### src/hdl/mcu_defs.svh
`ifndef MCU_DEFS_SVH
`define MCU_DEFS_SVH

// Data memory map
`define MCU_RAM_WORDS 640
`define MCU_RAM_END 12'h280
`define MCU_IO_PAGE 4'hF

// Display segment windows, no storage behind them
`define MCU_DISP_LO_START 12'hE00
`define MCU_DISP_LO_END 12'hE50
`define MCU_DISP_HI_START 12'hE80
`define MCU_DISP_HI_END 12'hED0

// I/O register offsets inside page 0xF
`define REG_CLK_FACTOR 8'h00
`define REG_SW_FACTOR 8'h01
`define REG_PT_FACTOR 8'h02
`define REG_CLK_MASK 8'h10
`define REG_SW_MASK 8'h11
`define REG_PT_MASK 8'h12
`define REG_CLK_LO 8'h20
`define REG_CLK_HI 8'h21
`define REG_SW_LO 8'h22
`define REG_SW_HI 8'h23
`define REG_PT_LO 8'h24
`define REG_PT_HI 8'h25
`define REG_RELOAD_LO 8'h26
`define REG_RELOAD_HI 8'h27
`define REG_PT_SEL 8'h28
`define REG_SVD 8'h73
`define REG_TIMER_RESET 8'h76
`define REG_SW_CTRL 8'h77
`define REG_PT_CTRL 8'h78

// Timebase dividers in clk cycles
`define TICK_DIV 8
`define SW_DIV 20

`endif

### src/hdl/mcu_pkg.sv
`default_nettype none

package mcu_pkg;

  // Snapshot of all timer counters, read through the I/O page
  typedef struct packed {
    logic [7:0] clock_count;
    logic [3:0] swl;
    logic [3:0] swh;
    logic [7:0] pt_count;
  } timer_status_t;

  // Bit 0 = 32 Hz, bit 1 = 8 Hz, bit 2 = 2 Hz, bit 3 = 1 Hz falling edge
  typedef logic [3:0] clk_factor_t;

  // Bit 0 = 10 Hz, bit 1 = 1 Hz
  typedef logic [1:0] sw_factor_t;

  // Programmable timer step rate, derived from the 256 Hz counter
  typedef enum logic [1:0] {
    PT_SRC_256 = 2'd0,
    PT_SRC_64  = 2'd1,
    PT_SRC_16  = 2'd2,
    PT_SRC_4   = 2'd3
  } pt_src_t;

endpackage

`default_nettype wire

### src/hdl/mcu_ifs.sv
`default_nettype none

// Timer control from the register block, plus event pulses back out
interface timer_ctrl_if import mcu_pkg::*; ();
  logic       reset_clock;
  logic       reset_stopwatch;
  logic       reset_prog;
  logic       enable_stopwatch;
  logic       enable_prog;
  pt_src_t    pt_src;
  logic [7:0] reload;
  sw_factor_t sw_event;
  logic       pt_event;

  modport ctrl (
    output reset_clock, reset_stopwatch, reset_prog,
    output enable_stopwatch, enable_prog, pt_src, reload
  );

  modport timer (
    input  reset_clock, reset_stopwatch, reset_prog,
    input  enable_stopwatch, enable_prog, pt_src, reload,
    output sw_event, pt_event
  );

  // Interrupt side only watches the event pulses
  modport monitor (input sw_event, pt_event);
endinterface

// Masks and factor clears out of the register block, factors back in
interface irq_if import mcu_pkg::*; ();
  clk_factor_t clk_mask;
  sw_factor_t  sw_mask;
  logic        pt_mask;
  logic        clear_clk;
  logic        clear_sw;
  logic        clear_pt;
  clk_factor_t clk_factor;
  sw_factor_t  sw_factor;
  logic        pt_factor;

  modport regs (
    output clk_mask, sw_mask, pt_mask, clear_clk, clear_sw, clear_pt,
    input  clk_factor, sw_factor, pt_factor
  );

  modport ctrl (
    input  clk_mask, sw_mask, pt_mask, clear_clk, clear_sw, clear_pt,
    output clk_factor, sw_factor, pt_factor
  );
endinterface

`default_nettype wire

### src/hdl/interrupt_ctrl.sv
`default_nettype none

module interrupt_ctrl import mcu_pkg::*; (
  input  logic          clk,
  input  logic          reset_n,
  input  logic [7:0]    clock_count,
  timer_ctrl_if.monitor events,
  irq_if.ctrl           regs,
  output logic [2:0]    irq
);

  clk_factor_t cur_bits;
  clk_factor_t prev_bits;
  clk_factor_t clk_fall;
  clk_factor_t clk_factor;
  sw_factor_t  sw_factor;
  logic        pt_factor;
  logic [2:0]  pending;

  // 32, 8, 2 and 1 Hz taps of the clock timer
  assign cur_bits = {clock_count[7], clock_count[6], clock_count[4], clock_count[2]};
  assign clk_fall = prev_bits & ~cur_bits;

  assign pending = {
    pt_factor & regs.pt_mask,
    |(sw_factor & regs.sw_mask),
    |(clk_factor & regs.clk_mask)
  };

  always_ff @(posedge clk) begin
    if (!reset_n) begin
      prev_bits  <= '0;
      clk_factor <= '0;
      sw_factor  <= '0;
      pt_factor  <= 1'b0;
      irq        <= '0;
    end else begin
      prev_bits <= cur_bits;
      // New events land even on a clear cycle
      clk_factor <= (regs.clear_clk ? clk_factor_t'(0) : clk_factor) | clk_fall;
      sw_factor  <= (regs.clear_sw ? sw_factor_t'(0) : sw_factor) | events.sw_event;
      pt_factor  <= (regs.clear_pt ? 1'b0 : pt_factor) | events.pt_event;
      irq        <= pending;
    end
  end

  assign regs.clk_factor = clk_factor;
  assign regs.sw_factor  = sw_factor;
  assign regs.pt_factor  = pt_factor;

  // A request line only rises behind an unmasked factor
  a_irq_cause: assert property (@(posedge clk) disable iff (!reset_n)
    (!irq[0] || $past(|(clk_factor & regs.clk_mask))) &&
    (!irq[1] || $past(|(sw_factor & regs.sw_mask))) &&
    (!irq[2] || $past(pt_factor && regs.pt_mask)));

endmodule

`default_nettype wire

### src/hdl/io_regs.sv
`default_nettype none

`include "mcu_defs.svh"

module io_regs import mcu_pkg::*; (
  input  logic          clk,
  input  logic          reset_n,
  input  logic          write_en,
  input  logic [11:0]   addr,
  input  logic [3:0]    write_data,
  output logic [3:0]    read_data,
  input  timer_status_t status,
  timer_ctrl_if.ctrl    tctl,
  irq_if.regs           iregs
);

  logic [3:0] ram [`MCU_RAM_WORDS];

  logic       is_ram;
  logic       is_io;
  logic       rd_io;
  logic [7:0] io_off;
  logic [3:0] rd_next;

  clk_factor_t clk_mask;
  sw_factor_t  sw_mask;
  logic        pt_mask;
  logic [7:0]  reload;
  pt_src_t     pt_src;
  logic [2:0]  svd;
  logic        enable_sw;
  logic        enable_pt;
  logic        reset_clock;
  logic        reset_sw;
  logic        reset_pt;

  assign is_ram  = (addr < `MCU_RAM_END);
  assign is_io   = (addr[11:8] == `MCU_IO_PAGE);
  assign io_off  = addr[7:0];
  assign rd_io   = !write_en && is_io;

  // Factor reads clear on the same edge that captures the old value
  assign iregs.clear_clk = rd_io && (io_off == `REG_CLK_FACTOR);
  assign iregs.clear_sw  = rd_io && (io_off == `REG_SW_FACTOR);
  assign iregs.clear_pt  = rd_io && (io_off == `REG_PT_FACTOR);

  always_ff @(posedge clk) begin
    if (write_en && is_ram) begin
      ram[addr[9:0]] <= write_data;
    end
  end

  // Display windows and unmapped space fall through to zero
  always_comb begin
    rd_next = '0;
    if (!write_en) begin
      if (is_ram) begin
        rd_next = ram[addr[9:0]];
      end else if (is_io) begin
        case (io_off)
          `REG_CLK_FACTOR: rd_next = iregs.clk_factor;
          `REG_SW_FACTOR:  rd_next = {2'b00, iregs.sw_factor};
          `REG_PT_FACTOR:  rd_next = {3'b000, iregs.pt_factor};
          `REG_CLK_MASK:   rd_next = clk_mask;
          `REG_SW_MASK:    rd_next = {2'b00, sw_mask};
          `REG_PT_MASK:    rd_next = {3'b000, pt_mask};
          `REG_CLK_LO:     rd_next = status.clock_count[3:0];
          `REG_CLK_HI:     rd_next = status.clock_count[7:4];
          `REG_SW_LO:      rd_next = status.swl;
          `REG_SW_HI:      rd_next = status.swh;
          `REG_PT_LO:      rd_next = status.pt_count[3:0];
          `REG_PT_HI:      rd_next = status.pt_count[7:4];
          `REG_RELOAD_LO:  rd_next = reload[3:0];
          `REG_RELOAD_HI:  rd_next = reload[7:4];
          `REG_PT_SEL:     rd_next = {2'b00, pt_src};
          // Battery always reported good
          `REG_SVD:        rd_next = {1'b1, svd};
          `REG_SW_CTRL:    rd_next = {3'b000, enable_sw};
          `REG_PT_CTRL:    rd_next = {3'b000, enable_pt};
          default:         rd_next = '0;
        endcase
      end
    end
  end

  always_ff @(posedge clk) begin
    if (!reset_n) begin
      clk_mask    <= '0;
      sw_mask     <= '0;
      pt_mask     <= 1'b0;
      reload      <= '0;
      pt_src      <= PT_SRC_256;
      svd         <= '0;
      enable_sw   <= 1'b0;
      enable_pt   <= 1'b0;
      reset_clock <= 1'b0;
      reset_sw    <= 1'b0;
      reset_pt    <= 1'b0;
      read_data   <= '0;
    end else begin
      reset_clock <= 1'b0;
      reset_sw    <= 1'b0;
      reset_pt    <= 1'b0;
      read_data   <= rd_next;
      if (write_en && is_io) begin
        case (io_off)
          `REG_CLK_MASK:    clk_mask <= write_data;
          `REG_SW_MASK:     sw_mask <= write_data[1:0];
          `REG_PT_MASK:     pt_mask <= write_data[0];
          `REG_RELOAD_LO:   reload[3:0] <= write_data;
          `REG_RELOAD_HI:   reload[7:4] <= write_data;
          `REG_PT_SEL:      pt_src <= pt_src_t'(write_data[1:0]);
          `REG_SVD:         svd <= write_data[2:0];
          // Bit 0 would be the watchdog, not present here
          `REG_TIMER_RESET: reset_clock <= write_data[1];
          `REG_SW_CTRL:     {reset_sw, enable_sw} <= write_data[1:0];
          `REG_PT_CTRL:     {reset_pt, enable_pt} <= write_data[1:0];
          default: ;
        endcase
      end
    end
  end

  assign tctl.reset_clock      = reset_clock;
  assign tctl.reset_stopwatch  = reset_sw;
  assign tctl.reset_prog       = reset_pt;
  assign tctl.enable_stopwatch = enable_sw;
  assign tctl.enable_prog      = enable_pt;
  assign tctl.pt_src           = pt_src;
  assign tctl.reload           = reload;

  assign iregs.clk_mask = clk_mask;
  assign iregs.sw_mask  = sw_mask;
  assign iregs.pt_mask  = pt_mask;

  a_rd_after_wr: assert property (@(posedge clk) disable iff (!reset_n)
    write_en |=> (read_data == 4'd0));

endmodule

`default_nettype wire

### src/hdl/mcu_periph_top.sv
`default_nettype none

module mcu_periph_top import mcu_pkg::*; (
  input  logic        clk,
  input  logic        reset_n,
  input  logic        mem_write_en,
  input  logic [11:0] mem_addr,
  input  logic [3:0]  mem_write_data,
  output logic [3:0]  mem_read_data,
  output logic [2:0]  irq
);

  timer_ctrl_if u_timer_ctrl_if ();
  irq_if        u_irq_if ();

  timer_status_t status;

  // CPU facing bus decoder and register file
  io_regs u_io_regs (
    .clk        (clk),
    .reset_n    (reset_n),
    .write_en   (mem_write_en),
    .addr       (mem_addr),
    .write_data (mem_write_data),
    .read_data  (mem_read_data),
    .status     (status),
    .tctl       (u_timer_ctrl_if.ctrl),
    .iregs      (u_irq_if.regs)
  );

  timers u_timers (
    .clk     (clk),
    .reset_n (reset_n),
    .ctrl    (u_timer_ctrl_if.timer),
    .status  (status)
  );

  // Clock factors come from edges of the free running count
  interrupt_ctrl u_interrupt_ctrl (
    .clk         (clk),
    .reset_n     (reset_n),
    .clock_count (status.clock_count),
    .events      (u_timer_ctrl_if.monitor),
    .regs        (u_irq_if.ctrl),
    .irq         (irq)
  );

endmodule

`default_nettype wire

### src/hdl/timers.sv
`default_nettype none

`include "mcu_defs.svh"

module timers import mcu_pkg::*; (
  input  logic          clk,
  input  logic          reset_n,
  timer_ctrl_if.timer   ctrl,
  output timer_status_t status
);

  localparam int tick_w = $clog2(`TICK_DIV);
  localparam int sw_w = $clog2(`SW_DIV);

  logic [tick_w-1:0] tick_cnt;
  logic              tick;
  logic [7:0]        clock_count;

  logic [sw_w-1:0] sw_cnt;
  logic            sw_step;
  logic [3:0]      swl;
  logic [3:0]      swh;
  sw_factor_t      sw_evt;

  logic       src_hit;
  logic       pt_step;
  logic [7:0] pt_count;
  logic       pt_evt;

  // 256 Hz timebase, restarted by the clock timer reset
  assign tick = (tick_cnt == tick_w'(`TICK_DIV - 1));

  always_ff @(posedge clk) begin
    if (!reset_n || ctrl.reset_clock) begin
      tick_cnt    <= '0;
      clock_count <= '0;
    end else begin
      tick_cnt <= tick ? '0 : tick_cnt + 1'b1;
      if (tick) begin
        clock_count <= clock_count + 1'b1;
      end
    end
  end

  // Stopwatch runs its own 100 Hz divider, only while enabled
  assign sw_step = ctrl.enable_stopwatch && (sw_cnt == sw_w'(`SW_DIV - 1));

  always_ff @(posedge clk) begin
    if (!reset_n || ctrl.reset_stopwatch) begin
      sw_cnt <= '0;
      swl    <= '0;
      swh    <= '0;
      sw_evt <= '0;
    end else begin
      sw_evt <= '0;
      if (ctrl.enable_stopwatch) begin
        sw_cnt <= sw_step ? '0 : sw_cnt + 1'b1;
      end
      if (sw_step) begin
        if (swl == 4'd9) begin
          swl       <= '0;
          sw_evt[0] <= 1'b1;
          if (swh == 4'd9) begin
            swh       <= '0;
            sw_evt[1] <= 1'b1;
          end else begin
            swh <= swh + 1'b1;
          end
        end else begin
          swl <= swl + 1'b1;
        end
      end
    end
  end

  // Slower rates step when the low counter bits roll over
  always_comb begin
    src_hit = 1'b0;
    case (ctrl.pt_src)
      PT_SRC_256: src_hit = 1'b1;
      PT_SRC_64:  src_hit = (clock_count[1:0] == 2'd0);
      PT_SRC_16:  src_hit = (clock_count[3:0] == 4'd0);
      PT_SRC_4:   src_hit = (clock_count[5:0] == 6'd0);
    endcase
  end

  assign pt_step = tick && src_hit;

  always_ff @(posedge clk) begin
    if (!reset_n) begin
      pt_count <= '0;
      pt_evt   <= 1'b0;
    end else begin
      pt_evt <= 1'b0;
      if (ctrl.reset_prog) begin
        pt_count <= ctrl.reload;
      end else if (ctrl.enable_prog) begin
        if (pt_count == 8'd0) begin
          // Started from an empty counter
          pt_count <= ctrl.reload;
        end else if (pt_step) begin
          if (pt_count == 8'd1) begin
            pt_count <= ctrl.reload;
            pt_evt   <= 1'b1;
          end else begin
            pt_count <= pt_count - 1'b1;
          end
        end
      end
    end
  end

  assign ctrl.sw_event = sw_evt;
  assign ctrl.pt_event = pt_evt;

  assign status = '{clock_count: clock_count, swl: swl, swh: swh, pt_count: pt_count};

  a_sw_bcd: assert property (@(posedge clk) disable iff (!reset_n)
    (swl <= 4'd9) && (swh <= 4'd9));

endmodule

`default_nettype wire

### config.mk
export PLATFORM = sky130hd
export DESIGN_NAME = mcu_periph_top
export DESIGN_NICKNAME = d
export VERILOG_FILES = /design/src/hdl/mcu_pkg.sv /design/src/hdl/mcu_ifs.sv /design/src/hdl/interrupt_ctrl.sv /design/src/hdl/io_regs.sv /design/src/hdl/mcu_periph_top.sv /design/src/hdl/timers.sv
export VERILOG_INCLUDE_DIRS = /design/src /design/src/hdl
export SDC_FILE = /design/constraint.sdc
export NUM_CORES = 2
export LEC_CHECK = 0
export BUFFER_PORTS_ARGS = -buffer_cell sky130_fd_sc_hd__buf_2
export CAP_MARGIN = 10
export CORE_ASPECT_RATIO = 0.6
export CORE_MARGIN = 3
export CORE_UTILIZATION = 45
export DETAILED_ROUTE_END_ITERATION = 6
export PLACE_DENSITY = 0.63
export SETUP_SLACK_MARGIN = 0.4
export SYNTH_ARGS = -nofsm -noshare
export SYNTH_HDL_FRONTEND = slang
export SYNTH_SLANG_ARGS = --single-unit
### constraint.sdc
create_clock -name clk -period 7.04 [get_ports clk]
set_clock_uncertainty 0.15 [all_clocks]
set_input_delay 2.112 -clock clk [delete_from_list [all_inputs] [get_ports clk]]
set_output_delay 2.112 -clock clk [all_outputs]
set_load 0.01 [all_outputs]
==> summary.md <==
| Metric | Value |
|---|---|
| Post-CTS Setup Inserts | `0` |
| Slew headroom | `between 20% and 30%` |
| Hold Crit Class | `reg2reg` |
| Yosys top cell by area | `edfxtp_1` |
| Cell Area, Synth | `approximately 100000 um2` |
| Clock Tree Buf Depth | `4` |
| Post-synth top area share | `between 70 and 80%` |
| WP data required | `7.65 ns` |
| Synth cell count leaders | `edfxtp_1 (2560), nor2_1 (733), mux4_2 (566)` |
| Overall Power | `between 30000 and 40000 uW` |
| Most common cell in the synthesized netlist | `edfxtp_1` |
| Skew-Pair Late Insertion Delay | `around 0.9 ns` |
| Crit path cell chain | `buf_8, buf_12, buf_12, nor2b_1, a221oi_1, o21ai_0, a21oi_1, a22o_1, nor4_1, buf_4, nand4_1, o311a_1` |
| Nets | `about 5700` |
| Via-to-Cell Ratio | `approximately 6.4` |
| Sum Neg Setup Slack | `0 ns` |
| Top cells by area, synth | `edfxtp_1 (73%), mux4_2 (12%), mux2i_1 (2.7%)` |
| Post-synthesis cell type count | `roughly 70` |
| Max-slew violation total from the final report | `0` |
| Minimum clock period | `about 5.8 ns` |
| Largest net degree at the start of global routing | `approximately 180` |
| Port bufs | `25` |
| Drt pass-1 iters | `6` |
| Crit path largest cell delay | `~0.83 ns` |
| Share of cells above drive strength 1 | `20.9%` |
| Worst reg2reg path depth | `9` |
| Hold path depth | `1` |
| Synth Warn # | `0` |
| Bufs and invs on worst path | `4` |
| Non-Filler Instances | `9007` |
| Post-route ant nets | `0` |
| Core Footprint | `230000 um2` |
| Area Growth Syn to Fin | `11.4%` |
| Cells after synthesis | `approximately 5600` |
| Final WL | `approximately 310000 um` |
| H-Tree Level Count | `4` |
| HPWL Detailed | `about 190000 um` |
| Die width | `approximately 630 um` |
| Root Driver | `clkbuf_16` |
| Drt first-iter violations | `9297` |
| Post-synth EDFFs | `2560` |
| FMAX | `approximately 0.17 GHz` |
| Number of global-route vias before repair | `55100` |
| RSZ-0062 raised after global routing | `false` |
| R2r startpoint | `u_io_regs.ram[149][2]` |
| RePlAce Congestion | `about 0.9` |
| Crit path max-delay cell type | `nor4_1` |
| Worst-path clk slew | `about 0.060 ns` |
| Post-CTS sizing | `0` |
| Fin worst setup slack | `1.25 ns` |
| Final period utilization | `between 80% and 90%` |
| DIE HEIGHT | `between 300 and 400 um` |
| Setup crit end kind | `flop` |
| Remaining DRCs | `0` |
| FFs w/ async S/R, synth | `0%` |
| Initial antenna violation count | `20` |
| Crit-path max FO | `40` |
| TritonCTS clock tree | `yes` |
| Routed length per instance | `between 30 and 40 um` |
| Net count after synthesis | `roughly 5600` |
| GRT overflow | `0` |
| Hold Violations, Final | `0` |
| Leakage | `0.0360 uW` |
| Die area | `239000 um2` |
| Kind of critical path | `in2reg` |
| Pre-CTS setup slack | `0.476 ns` |
| Total Routing Usage GR | `25.5%` |
| First-pass GRT wire length | `between 400000 and 500000 um` |
| PwrDens | `269 nW/um2` |
| Vias | `between 50000 and 60000` |
| Slew @ Worst Pin | `~1.2 ns` |
| Mean area per synthesized cell | `between 15 and 20 um2` |
| Cell repeated most along the worst path | `buf_12` |
| FF-to-FF setup slack | `around 3.3 ns` |
| Register bit total from synthesis | `2638` |
| Min-delay src | `u_timers.tick_cnt[0]` |
| CTS Buf Count | `227` |
| Crit. Startpoint | `mem_addr[0]` |
| # clock sinks | `2638` |
| # rows | `about 140` |
| VDD IR max | `205 uV` |
| Max-Cap Viols | `0` |
| Synth Flop Type | `edfxtp_1` |
| Sequential fraction of the synthesis area | `between 70 and 80%` |
| Finish-stage setup viols | `0` |
| R2R Path End | `u_io_regs.read_data[2]` |
| Initial Utilization | `a little under half` |
| Status | `finished clean` |
| DP Cell Count | `between 8000 and 9000` |
| Worst hold endpoint | `u_timers.tick_cnt[0]` |
| Arrival @ worst endpoint | `6.40 ns` |
| Hold buffer count at CTS | `0` |
| I/O pins | `26` |
| Worst setup SP type | `primary input` |
| CP top delay family | `simple AND/OR/NAND/NOR gates` |
[per-stage QoR]
| stage | util, % | cell area, um2 | hold WS, ns |
|---|---|---|---|
| 6_report | 50.7 | 117000 | 0.282 |
| 5_1_grt | 50.6 | 117000 | 0.294 |
| 4_1_cts | 50.6 | 117000 | 0.283 |
| 3_5_place_dp | 47.5 | 109000 | 0.274 |
| 3_3_place_gp | 47.5 | 109000 | 0.264 |
| 2_1_floorplan | - | 105000 | 0.254 |
[cells in the final DEF, fill, tap and decap left out, types with 16 or more instances in the layout]
cell type  count
a22o_1        16
nor2_1       730
buf_2         17
nor2b_1       34
a22oi_1       87
a211oi_1      43
nor3_1        44
nand2_2       20
o22ai_1       66
nand2_1      164
a221oi_1      24
o221ai_1      32
mux2i_1      287
buf_4        224
clkinv_2      45
o21ai_0       62
clkbuf_16    232
a21boi_0      18
a21oi_1       78
buf_12        35
edfxtp_1    2560
nand3_1       44
dfxtp_1       78
clkbuf_1      49
mux4_2       566
and2_1        18
bufinv_16     19
a31oi_1       19
clkinv_1      46
[where the power goes]
| group | switching, uW | leakage [uW] | internal (uW) |
|---|---|---|---|
| sequential | 1.49 | 0.0236 | 17200 |
| combinational | 1130 | 0.00884 | 542 |
| clock | 5680 | 0.00353 | 6820 |
[cell families after synthesis]
kind of cell | count (synthesis) | share of synthesized area, %
buffers and inverters | 410 | 1.92
flip-flops | 2638 | 74.9
multiplexers | 861 | 15.0
XOR/XNOR | 11 | 0.0920
adder cells (fa/ha/maj) | 7 | 0.0836
AND/OR/NAND/NOR | 1151 | 4.60
AO/OA/AOI/OAI | 515 | 3.41
[final cells by class]
type / count / area, um2
diodes: 10 / 25.0
clock buffers: 291 / 6120
clock inverters: 122 / 1070
fillers: 18200 / 114000
inverters: 11 / 48.8
multi-input cells: 2545 / 24500
flip-flops and latches: 2638 / 78400
well taps: 3105 / 3880
repair buffers: 285 / 2590
[how the worst max path moves through the flow]
stage                                   to  depth (start not counted)
floorplan             u_io_regs.ram[27][0]                         13
global placement    u_io_regs.read_data[2]                         12
detailed placement  u_io_regs.read_data[2]                         12
CTS                 u_io_regs.read_data[2]                         12
global route        u_io_regs.read_data[2]                         12
finish              u_io_regs.read_data[2]                         12
[state kept, by name, summed over array words and instances, names as in the netlist, 4 cells and up]
register,flops
u_interrupt_ctrl.prev_bits,4
u_timers.swh,4
u_io_regs.tctl.reload,8
u_io_regs.ram,2560
u_io_regs.read_data,4
u_timers.pt_count,8
u_timers.sw_cnt,5
u_interrupt_ctrl.regs.clk_factor,4
u_io_regs.iregs.clk_mask,4
u_timers.clock_count,8
u_timers.swl,4
[metal layers]
metal | up-vias | share of wire (%) | GRT usage (%)
met5 | - | 0.040 | 0
met4 | 20 | 2.5 | 6.09
met3 | 494 | 15 | 10.1
met2 | 4101 | 41 | 34.0
met1 | 30200 | 41 | 39.1
li1 | 22800 | - | -
Power figures use the tool's default switching activity.
